`config.mk`:
```
export PLATFORM = sky130hd
export DESIGN_NAME = engine_pipeline
export DESIGN_NICKNAME = d
export VERILOG_FILES = /design/src/fifo_state_pkg.sv /design/src/engine_packet_pkg.sv /design/src/engine_pipeline.sv /design/src/engine_flow_ctrl.sv /design/src/hyper_pipeline.sv /design/src/sync_fifo.sv
export VERILOG_INCLUDE_DIRS = /design/src /design/src/include
export SDC_FILE = /design/constraint.sdc
export NUM_CORES = 2
export LEC_CHECK = 0
export BUFFER_PORTS_ARGS = -buffer_cell sky130_fd_sc_hd__buf_2
export CAP_MARGIN = 30
export CORE_MARGIN = 1
export CORE_UTILIZATION = 35
export CTS_CLUSTER_SIZE = 40
export DETAILED_ROUTE_END_ITERATION = 8
export PLACE_DENSITY = 0.53
export SLEW_MARGIN = 20
export SYNTH_ARGS = -nofsm -noshare
export SYNTH_HDL_FRONTEND = slang
export SYNTH_HIERARCHICAL = 1
export SYNTH_SLANG_ARGS = --single-unit
```
`constraint.sdc`:
```
create_clock -name ap_clk -period 9.1 [get_ports ap_clk]
set_clock_uncertainty 0.15 [all_clocks]
set_input_delay 2.275 -clock ap_clk [delete_from_list [all_inputs] [get_ports ap_clk]]
set_output_delay 2.275 -clock ap_clk [all_outputs]
set_load 0.05 [all_outputs]
```
`src/include/engine_params.svh`:
```
/*
 * Engine pipeline parameters
 * Packet field widths, FIFO sizing, back-pressure threshold,
 * FIFO reset-busy length and processing depth
 */

`ifndef ENGINE_PARAMS_SVH
`define ENGINE_PARAMS_SVH

// ------------------------------
// Engine packet fields
// ------------------------------
`define ENGINE_SEQ_WIDTH         16
`define ENGINE_VERTEX_WIDTH      16
`define ENGINE_DATA_WIDTH        32

// ------------------------------
// Queues
// ------------------------------
`define ENGINE_FIFO_DEPTH        16
// Occupancy at which prog_full rises
`define ENGINE_PROG_THRESH       8
// Busy window after reset falls
`define ENGINE_FIFO_RESET_CYCLES 4

// ------------------------------
// Processing
// ------------------------------
`define ENGINE_PIPELINE_STAGES   2

`endif
```
`src/fifo_state_pkg.sv`:
```
/*
 * FIFO handshake and status types
 * Neighbour read enable, status reported to neighbours and
 * the raw flags a queue produces
 */

package fifo_state_pkg;

    // ------------------------------
    // From the neighbour
    // ------------------------------
    typedef struct packed {
        // Held high to allow pops
        logic rd_en;
    } fifo_ctrl_t;

    // ------------------------------
    // To the neighbour
    // ------------------------------
    typedef struct packed {
        logic empty;
        logic prog_full;
    } fifo_status_t;

    // ------------------------------
    // Produced by a queue
    // ------------------------------
    typedef struct packed {
        logic full;
        logic empty;
        // Read data valid, one cycle after a pop
        logic valid;
        logic prog_full;
        // Queue still leaving reset
        logic rst_busy;
    } fifo_state_t;

endpackage : fifo_state_pkg

```
`src/engine_packet_pkg.sv`:
```
/*
 * Engine packet types
 * Payload carried through the queues and the processing chain,
 * and the packet word with its valid flag
 */

`include "engine_params.svh"

package engine_packet_pkg;

    // ------------------------------
    // Payload, 64 bits
    // ------------------------------
    typedef struct packed {
        // Ordering tag set by the producer
        logic [`ENGINE_SEQ_WIDTH-1:0]    seq;
        // Target vertex
        logic [`ENGINE_VERTEX_WIDTH-1:0] vertex;
        logic [`ENGINE_DATA_WIDTH-1:0]   data;
    } engine_payload_t;

    // ------------------------------
    // Packet, 65 bits
    // ------------------------------
    typedef struct packed {
        logic            valid;
        engine_payload_t payload;
    } engine_packet_t;

endpackage : engine_packet_pkg

```
`src/engine_pipeline.sv`:
```
/*
 * Engine pipeline stage
 * Input register, ingress FIFO, processing chain, egress FIFO
 * and output register, with back-pressure and setup/done flags
 */

`include "engine_params.svh"

module engine_pipeline (
    input  logic                              ap_clk,
    input  logic                              areset_template_engine,
    input  engine_packet_pkg::engine_packet_t response_engine_in,
    input  fifo_state_pkg::fifo_ctrl_t        fifo_response_engine_in_signals_in,
    output fifo_state_pkg::fifo_status_t      fifo_response_engine_in_signals_out,
    output engine_packet_pkg::engine_packet_t request_engine_out,
    input  fifo_state_pkg::fifo_ctrl_t        fifo_request_engine_out_signals_in,
    output fifo_state_pkg::fifo_status_t      fifo_request_engine_out_signals_out,
    output logic                              fifo_setup_signal,
    output logic                              done_out
);

    localparam int PAYLOAD_W = $bits(engine_packet_pkg::engine_payload_t);

    engine_packet_pkg::engine_packet_t  ingress_push;
    engine_packet_pkg::engine_payload_t ingress_dout;
    engine_packet_pkg::engine_payload_t egress_dout;
    engine_packet_pkg::engine_packet_t  pipe_in;
    engine_packet_pkg::engine_packet_t  pipe_out;
    fifo_state_pkg::fifo_state_t        ingress_state;
    fifo_state_pkg::fifo_state_t        egress_state;
    logic                               ingress_rd_en;
    logic                               egress_rd_en;
    logic                               pipeline_busy;

    // ------------------------------
    // Flow control
    // ------------------------------
    engine_flow_ctrl u_flow (
        .ap_clk                (ap_clk),
        .areset_template_engine(areset_template_engine),
        .response_engine_in    (response_engine_in),
        .ingress_ctrl          (fifo_response_engine_in_signals_in),
        .egress_ctrl           (fifo_request_engine_out_signals_in),
        .ingress_state         (ingress_state),
        .egress_state          (egress_state),
        .egress_dout           (egress_dout),
        .pipeline_busy         (pipeline_busy),
        .ingress_push          (ingress_push),
        .ingress_rd_en         (ingress_rd_en),
        .egress_rd_en          (egress_rd_en),
        .request_engine_out    (request_engine_out),
        .ingress_status        (fifo_response_engine_in_signals_out),
        .egress_status         (fifo_request_engine_out_signals_out),
        .fifo_setup_signal     (fifo_setup_signal),
        .done_out              (done_out)
    );

    // ------------------------------
    // Ingress queue
    // ------------------------------
    sync_fifo #(
        .DEPTH      (`ENGINE_FIFO_DEPTH),
        .WIDTH      (PAYLOAD_W),
        .PROG_THRESH(`ENGINE_PROG_THRESH)
    ) u_ingress_fifo (
        .ap_clk                (ap_clk),
        .areset_template_engine(areset_template_engine),
        .din                   (ingress_push.payload),
        .wr_en                 (ingress_push.valid),
        .rd_en                 (ingress_rd_en),
        .dout                  (ingress_dout),
        .state                 (ingress_state)
    );

    // Popped entry enters the processing chain
    assign pipe_in.valid   = ingress_state.valid;
    assign pipe_in.payload = ingress_dout;

    hyper_pipeline #(
        .STAGES(`ENGINE_PIPELINE_STAGES)
    ) u_pipeline (
        .ap_clk                (ap_clk),
        .areset_template_engine(areset_template_engine),
        .din                   (pipe_in),
        .dout                  (pipe_out),
        .busy                  (pipeline_busy)
    );

    // ------------------------------
    // Egress queue
    // ------------------------------
    sync_fifo #(
        .DEPTH      (`ENGINE_FIFO_DEPTH),
        .WIDTH      (PAYLOAD_W),
        .PROG_THRESH(`ENGINE_PROG_THRESH)
    ) u_egress_fifo (
        .ap_clk                (ap_clk),
        .areset_template_engine(areset_template_engine),
        .din                   (pipe_out.payload),
        .wr_en                 (pipe_out.valid),
        .rd_en                 (egress_rd_en),
        .dout                  (egress_dout),
        .state                 (egress_state)
    );

endmodule : engine_pipeline

```
`src/engine_flow_ctrl.sv`:
```
/*
 * Engine flow control
 * Input and output register stages, pop gating with egress
 * back-pressure, neighbour status, setup and done flags
 */

module engine_flow_ctrl (
    input  logic                               ap_clk,
    input  logic                               areset_template_engine,
    input  engine_packet_pkg::engine_packet_t  response_engine_in,
    input  fifo_state_pkg::fifo_ctrl_t         ingress_ctrl,
    input  fifo_state_pkg::fifo_ctrl_t         egress_ctrl,
    input  fifo_state_pkg::fifo_state_t        ingress_state,
    input  fifo_state_pkg::fifo_state_t        egress_state,
    input  engine_packet_pkg::engine_payload_t egress_dout,
    input  logic                               pipeline_busy,
    output engine_packet_pkg::engine_packet_t  ingress_push,
    output logic                               ingress_rd_en,
    output logic                               egress_rd_en,
    output engine_packet_pkg::engine_packet_t  request_engine_out,
    output fifo_state_pkg::fifo_status_t       ingress_status,
    output fifo_state_pkg::fifo_status_t       egress_status,
    output logic                               fifo_setup_signal,
    output logic                               done_out
);

    fifo_state_pkg::fifo_ctrl_t ingress_ctrl_reg;
    fifo_state_pkg::fifo_ctrl_t egress_ctrl_reg;
    logic                       all_idle;

    // ------------------------------
    // Input capture
    // ------------------------------
    always_ff @(posedge ap_clk) begin
        if (areset_template_engine) begin
            ingress_push.valid <= 1'b0;
            ingress_ctrl_reg   <= '0;
            egress_ctrl_reg    <= '0;
        end else begin
            ingress_push.valid <= response_engine_in.valid;
            ingress_ctrl_reg   <= ingress_ctrl;
            egress_ctrl_reg    <= egress_ctrl;
        end
    end

    always_ff @(posedge ap_clk) begin
        ingress_push.payload <= response_engine_in.payload;
    end

    // ------------------------------
    // Pop gating
    // ------------------------------
    // Ingress pops hold off while the egress queue is filling up
    assign ingress_rd_en = ingress_ctrl_reg.rd_en & ~ingress_state.empty
                         & ~egress_state.prog_full;
    assign egress_rd_en  = egress_ctrl_reg.rd_en & ~egress_state.empty;

    // Nothing stored, nothing in flight, both queues out of reset
    assign all_idle = ingress_state.empty & egress_state.empty & ~pipeline_busy
                    & ~ingress_push.valid & ~ingress_state.valid
                    & ~egress_state.valid & ~request_engine_out.valid
                    & ~ingress_state.rst_busy & ~egress_state.rst_busy;

    // ------------------------------
    // Output stage
    // ------------------------------
    always_ff @(posedge ap_clk) begin
        if (areset_template_engine) begin
            request_engine_out.valid <= 1'b0;
            ingress_status           <= '{empty: 1'b1, prog_full: 1'b0};
            egress_status            <= '{empty: 1'b1, prog_full: 1'b0};
            fifo_setup_signal        <= 1'b1;
            done_out                 <= 1'b0;
        end else begin
            request_engine_out.valid <= egress_state.valid;
            ingress_status.empty     <= ingress_state.empty;
            ingress_status.prog_full <= ingress_state.prog_full;
            egress_status.empty      <= egress_state.empty;
            egress_status.prog_full  <= egress_state.prog_full;
            fifo_setup_signal        <= ingress_state.rst_busy | egress_state.rst_busy;
            done_out                 <= all_idle;
        end
    end

    // Payload follows the egress read data
    always_ff @(posedge ap_clk) begin
        request_engine_out.payload <= egress_dout;
    end

endmodule : engine_flow_ctrl

```
`src/hyper_pipeline.sv`:
```
/*
 * Processing register chain
 * Carries engine packets unchanged through STAGES registers
 * and flags when any stage still holds a packet
 */

module hyper_pipeline #(
    parameter int STAGES = 2
) (
    input  logic                           ap_clk,
    input  logic                           areset_template_engine,
    input  engine_packet_pkg::engine_packet_t din,
    output engine_packet_pkg::engine_packet_t dout,
    output logic                           busy
);

    engine_packet_pkg::engine_packet_t stage [STAGES];

    // ------------------------------
    // Valid chain
    // ------------------------------
    always_ff @(posedge ap_clk) begin
        if (areset_template_engine) begin
            for (int i = 0; i < STAGES; i++) begin
                stage[i].valid <= 1'b0;
            end
        end else begin
            stage[0].valid <= din.valid;
            for (int i = 1; i < STAGES; i++) begin
                stage[i].valid <= stage[i-1].valid;
            end
        end
    end

    // Payload chain
    always_ff @(posedge ap_clk) begin
        stage[0].payload <= din.payload;
        for (int i = 1; i < STAGES; i++) begin
            stage[i].payload <= stage[i-1].payload;
        end
    end

    assign dout = stage[STAGES-1];

    // Any stage still occupied
    always_comb begin
        busy = 1'b0;
        for (int i = 0; i < STAGES; i++) begin
            busy = busy | stage[i].valid;
        end
    end

endmodule : hyper_pipeline

```
`src/sync_fifo.sv`:
```
/*
 * Synchronous FIFO
 * Circular buffer with occupancy count, count-based prog_full,
 * registered read data with valid, and a busy window after reset
 */

`include "engine_params.svh"

module sync_fifo #(
    parameter int DEPTH       = 16,
    parameter int WIDTH       = 64,
    parameter int PROG_THRESH = 8
) (
    input  logic                       ap_clk,
    input  logic                       areset_template_engine,
    input  logic [WIDTH-1:0]           din,
    input  logic                       wr_en,
    input  logic                       rd_en,
    output logic [WIDTH-1:0]           dout,
    output fifo_state_pkg::fifo_state_t state
);

    localparam int ADDR_W     = (DEPTH > 1) ? $clog2(DEPTH) : 1;
    localparam int CNT_W      = $clog2(DEPTH + 1);
    localparam int RST_CYCLES = `ENGINE_FIFO_RESET_CYCLES;
    localparam int RST_W      = $clog2(RST_CYCLES + 1);

    logic [WIDTH-1:0]  mem [DEPTH];
    logic [ADDR_W-1:0] wr_ptr;
    logic [ADDR_W-1:0] rd_ptr;
    logic [CNT_W-1:0]  count;
    logic [RST_W-1:0]  rst_cnt;
    logic              rst_busy;
    logic              rd_valid;
    logic              wr_fire;
    logic              rd_fire;

    // Nothing moves while the queue is leaving reset
    assign rst_busy = (rst_cnt != '0);
    assign wr_fire  = wr_en & ~rst_busy;
    assign rd_fire  = rd_en & ~rst_busy;

    // ------------------------------
    // Reset-busy window
    // ------------------------------
    always_ff @(posedge ap_clk) begin
        if (areset_template_engine) begin
            rst_cnt <= RST_W'(RST_CYCLES);
        end else if (rst_busy) begin
            rst_cnt <= rst_cnt - 1'b1;
        end
    end

    // ------------------------------
    // Pointers and occupancy
    // ------------------------------
    always_ff @(posedge ap_clk) begin
        if (areset_template_engine) begin
            wr_ptr   <= '0;
            rd_ptr   <= '0;
            count    <= '0;
            rd_valid <= 1'b0;
        end else begin
            rd_valid <= rd_fire;
            if (wr_fire) begin
                wr_ptr <= (wr_ptr == ADDR_W'(DEPTH - 1)) ? '0 : wr_ptr + 1'b1;
            end
            if (rd_fire) begin
                rd_ptr <= (rd_ptr == ADDR_W'(DEPTH - 1)) ? '0 : rd_ptr + 1'b1;
            end
            case ({wr_fire, rd_fire})
                2'b10:   count <= count + 1'b1;
                2'b01:   count <= count - 1'b1;
                default: count <= count;
            endcase
        end
    end

    // ------------------------------
    // Storage and read data
    // ------------------------------
    always_ff @(posedge ap_clk) begin
        if (wr_fire) begin
            mem[wr_ptr] <= din;
        end
        if (rd_fire) begin
            dout <= mem[rd_ptr];
        end
    end

    // Flags follow the count register directly
    always_comb begin
        state.full      = (count == CNT_W'(DEPTH));
        state.empty     = (count == '0);
        state.valid     = rd_valid;
        state.prog_full = (count >= CNT_W'(PROG_THRESH));
        state.rst_busy  = rst_busy;
    end

endmodule : sync_fifo

```
**Yosys cells after proc, flatten, opt, wreduce, memory -nomap -nowiden**

Memory sizes are Yosys's and may differ from the RTL's. A register that Yosys moved wholly into a read port is not among the register bits.
Cells that the tools add are included.

- Flip-flop bits (word level): 172
- Bits in writable memories: 2178
- Bits of input ports: 69
- Output and inout bits: 71
- Memories: 3

Memories:

| memory | depth | bits a word | read ports | clocked after memory_dff | wr ports | line | source |
|---|---|---|---|---|---|---|---|
| u_egress_fifo.mem | 16 | 64 | 1 | 1 | 1 | sync_fifo.sv:28 | `logic [WIDTH-1:0] mem [DEPTH];` |
| u_ingress_fifo.mem | 16 | 64 | 1 | 1 | 1 | sync_fifo.sv:28 |  |
| u_pipeline.stage | 2 | 65 | 2 | 0 | 2 | hyper_pipeline.sv:17 | `engine_packet_pkg::engine_packet_t stage [STAGES];` |

- Add/subtract/negate cells: 10
- Magnitude comparators: 2
- Equality and inequality tests: 8
- Multiplexer cells: 15
- Bitwise gates (word level): 29
- Reduce and logical (&&, ||, !) cells: 6

Operators with widths:

| operator | count |
|---|---|
| 5-bit one-hot mux with 2 select lines | 2 |
| 4-bit by 1-bit adder with 4-bit output, second input constant | 4 |
| 4-bit == test, second input constant | 4 |
| 4-bit two-way mux | 4 |
| 1-bit bitwise AND | 15 |
| 5-bit by 1-bit adder with 5-bit output, second input constant | 2 |
| 5-bit by 4-bit greater-or-equal comparator with 1-bit output, second input constant | 2 |
| 5-bit logical NOT | 2 |
| 1-bit NOT | 10 |
| 5-bit by 1-bit subtractor with 5-bit output, second input constant | 2 |
| 1-bit two-way mux | 9 |
| 3-bit nonzero test | 2 |
| 3-bit by 1-bit subtractor with 3-bit output, second input constant | 2 |
| 2-bit by 1-bit == test with 1-bit output, second input constant | 2 |
| 2-bit == test, second input constant | 2 |
| 1-bit OR | 4 |
| 2-bit nonzero test | 2 |

**Depth between registers and ports, before layout**

An unclocked memory read counts as a cell.

- Depth in word-level cells: 10
- Mapped depth: 14

**Modules after synthesis**

The synthesis kept the hierarchy.

Modules (own cells, without submodules):

| module | times used | cells an instance | area an instance (um^2) | seq. area each (um^2) |
|---|---|---|---|---|
| sync_fifo (u_ingress_fifo) | 1 | 1770 | 41192.0 | 33011.7 |
| sync_fifo (u_egress_fifo) | 1 | 1770 | 41190.8 | 33011.7 |
| hyper_pipeline | 1 | 198 | 3109.2 | 2602.5 |
| engine_flow_ctrl | 1 | 153 | 2857.7 | 2762.6 |

**Least setup slack after synthesis**

Ideal clock, no wire load.

- Path kind: register -> register
- From: register u_egress_fifo.rst_cnt[0]
- To: memory u_egress_fifo.mem[3][0], enable pin
- Setup time: 565 ps
- Data arrival time: 5380 ps
- Slack: 3006 ps
- Stages on the path, launching flop included: 7
- Clock period less this slack: 6094 ps
- Path through: dfxtp_1 > inv_1 > ha_1 > and3b_1 > buf_2 > nand2_1 > nor3_1

- Longest elaborated chain between the ends: 5

RTL lines:

| element | line | source |
|---|---|---|
| from (decl) | sync_fifo.sv:32 | `logic [RST_W-1:0] rst_cnt;` |
| from (signal assigned) | sync_fifo.sv:48 | `rst_cnt <= RST_W'(RST_CYCLES);` |
| from (signal assigned) | sync_fifo.sv:50 | `rst_cnt <= rst_cnt - 1'b1;` |
| 3-bit nonzero test | sync_fifo.sv:39 | `assign rst_busy = (rst_cnt != '0);` |
| 1-bit NOT | sync_fifo.sv:40 | `assign wr_fire = wr_en & ~rst_busy;` |
| 1-bit bitwise AND | sync_fifo.sv:40 |  |
| 1-bit two-way mux | sync_fifo.sv:83 | `if (wr_fire) begin` |
| 1-bit two-way mux (not written as such) | sync_fifo.sv:84 | `mem[wr_ptr] <= din;` |
| to (decl) | sync_fifo.sv:28 |  |

Every way passes these cells.

**Final worst setup path**

- From: register u_flow/request_engine_out[1] (netlist name)
- To: output request_engine_out[1] in the netlist's numbering

RTL lines:

| element | line | source |
|---|---|---|
| to (decl) | engine_pipeline.sv:15 | `output engine_packet_pkg::engine_packet_t request_engine_out,` |

No word-level cell between the ends.

==> impl_metrics.env <==
export IMPL_initial_core_util_pct=35.2
export IMPL_chipWidth_um=504
export IMPL_yosys_warnings=6
export IMPL_setup_worst_path_class="reg2out"
export IMPL_via_per_inst=5.10
export IMPL_cp_arrival_ns=1.73
export IMPL_worst_slew_pin_slew_ns=1.02
export IMPL_placed_cell_area_um2=92900
export IMPL_drt_iter0_drc=3193
export IMPL_cts_max_level=5
export IMPL_rows=184
export IMPL_max_slew_margin_rel_pct=32.2
export IMPL_worst_path_buf_inv=1
export IMPL_status="finished, final reports clean"
export IMPL_cts_sinks=2478
export IMPL_cts_buffers=276
export IMPL_cts_buffer_depth=4
export IMPL_worstHoldPathType="reg2reg"
export IMPL_multi_input_area_um2=15700
export IMPL_io_buffers=139
export IMPL_syn_cell_area_um2=88300
export IMPL_setup_viol_count_final=0
export IMPL_globalplace_congestion=0.709
export IMPL_leakagePower_nw=31.7
export IMPL_fin_crit_sh_pct=45.6
export IMPL_p_per_area_nw_per_um2=232
export IMPL_drv_slew=0
export IMPL_cp_required_ns=6.68
export IMPL_hpwl_um=103000
export IMPL_track_usage_pct=15.9
export IMPL_syn_area_per_cell_um2=22.7
export IMPL_critPathCaptureType="primary output"
export IMPL_final_area_um2=102000
export IMPL_final_nets=4232
export IMPL_root_buffer="clkbuf_16"
export IMPL_drtPass1Iterations=5
export IMPL_clk_pin_slew_ns=0.06
export IMPL_grt_max_degree=142
export IMPL_grt_overflow=0
export IMPL_finalHoldViolations=0
export IMPL_vias=39200
export IMPL_critical_path_top_delay_family="flip-flops"
export IMPL_ant_nets=0
export IMPL_num_fill_cells=21800
export IMPL_synth_nets=3978
export IMPL_clock_fmax_ghz=0.241
export IMPL_fin_cells=7697
export IMPL_die_y_um=504
export IMPL_crit_start="u_flow/request_engine_out[1]$_DFF_P_"
export IMPL_grt_pass1_vias=40900
export IMPL_fin_crit_ns=4.15
export IMPL_slowest_stage="dfxtp_1"
export IMPL_place_inst=7211
export IMPL_cap_viol_max_count=0
export IMPL_antenna_found_initial=28
export IMPL_syn_to_final_growth_pct=15.1
export IMPL_grt_first_pass_wirelength_um=294000
export IMPL_io_pins=140
export IMPL_core_area_um2=251000
export IMPL_rsz0062_at_grt="false"
export IMPL_min_from="u_pipeline/stage[0][38]$_DFF_P_"
export IMPL_critPathMaxFanout=1
export IMPL_start_kind="flop"
export IMPL_seq_area_um2=71400
export IMPL_post_route_drc_count=0
export IMPL_wire_per_inst_um=26.3
export IMPL_cts_tree="yes"
export IMPL_setup_tns_ns=0
export IMPL_cts_resized=0
export IMPL_dieArea_um2=254000
export IMPL_synthCells=3889
export IMPL_cp_slowest_stage_delay_ns=0.49
export IMPL_drive_above_1_share_pct=26.9
export IMPL_postCtsSetupBuffers=0
export IMPL_timing_rr_start="u_ingress_fifo/rst_cnt[0]$_SDFFE_PP0P_"
export IMPL_vdd_drop_max_v=0.000160
export IMPL_cp_cell_sequence="buf_2"
export IMPL_insertion_delay_ns=0.91
export IMPL_postCtsHoldBufs=0
export IMPL_largestRegisters="u_egress_fifo/mem (1024), u_ingress_fifo/mem (1024), u_pipeline/stage (130)"
export IMPL_totalWireLength_um=203000
[final timing paths]
kind                            slack (ns)                                    to  depth (start not counted)
worst max-delay path                  4.95                 request_engine_out[1]                          1
worst min-delay path                  0.16      u_pipeline/stage[0][103]$_DFF_P_                          0
worst max register to register        5.38  u_ingress_fifo/mem[12][43]$_DFFE_PP_                          7
worst min register to register        0.16      u_pipeline/stage[0][103]$_DFF_P_                          0
[final cells by class]
class / count / share of cell area (%)
inverters: 18 / 0.0665
well taps: 3348 / 4.12
multi-input cells: 1136 / 15.4
diodes: 4 / 0.00984
repair buffers: 233 / 1.59
clock inverters: 86 / 0.839
flip-flops and latches: 2478 / 70.2
clock buffers: 394 / 7.71
[worst register-to-register path, stage by stage (launching register included)]
cell	delay (ns)
dfxtp_1	0.30
inv_1	0.10
ha_1	0.22
and3b_1	0.44
nand2_1	0.33
nor2_4	0.55
buf_4	0.68
buf_4	0.58
[per-stage QoR]
step           total power [mW]  utilization [%]  hold slack (ns)  worst slack [ns]
6_report                   23.6             40.5            0.158              4.95
2_1_floorplan              12.9                -            0.160              3.01
4_1_cts                    23.9             40.5            0.164              4.84
3_3_place_gp               13.1             36.9            0.160              5.29
3_5_place_dp               13.1             37.0            0.162              5.32
5_1_grt                    24.3             40.5            0.174              4.85
[power breakdown]
| group | leakage (nW) | internal [mW] | total (mW) | switching, mW |
|---|---|---|---|---|
| clock network | 4.23 | 6.43 | 10.7 | 4.30 |
| logic | 5.40 | 0.151 | 0.344 | 0.193 |
| registers | 22.1 | 12.4 | 12.5 | 0.109 |
| total | 31.7 | 19.0 | 23.6 | 4.60 |
[layout by cell type, fill, tap and decap left out, types with 7 or more instances in the layout]
cell type / count
a22oi_1: 256
clkinv_2: 31
xor2_1: 8
mux2i_1: 8
edfxtp_1: 2176
mux4_2: 512
clkinvlp_4: 9
or3_1: 7
a21oi_1: 24
clkinv_1: 23
inv_1: 16
nand2_1: 154
nor3_1: 7
clkbuf_8: 21
ha_1: 20
nor2b_1: 19
clkbuf_1: 84
bufinv_16: 16
dfxtp_1: 298
clkbuf_16: 289
buf_2: 139
nor2_1: 25
buf_12: 14
buf_4: 78
nor2_4: 26
nor3_2: 8
[metal layers]
metal / vias to the layer above / part of all wire (%) / global-route usage (%)
li1: 16600 / - / -
met1: 21300 / 44 / 21.9
met2: 992 / 49 / 26.2
met3: 275 / 4.9 / 2.69
met4: 16 / 1.7 / 3.79
met5: - / 0.048 / 0
Power figures use the tool's default switching activity.
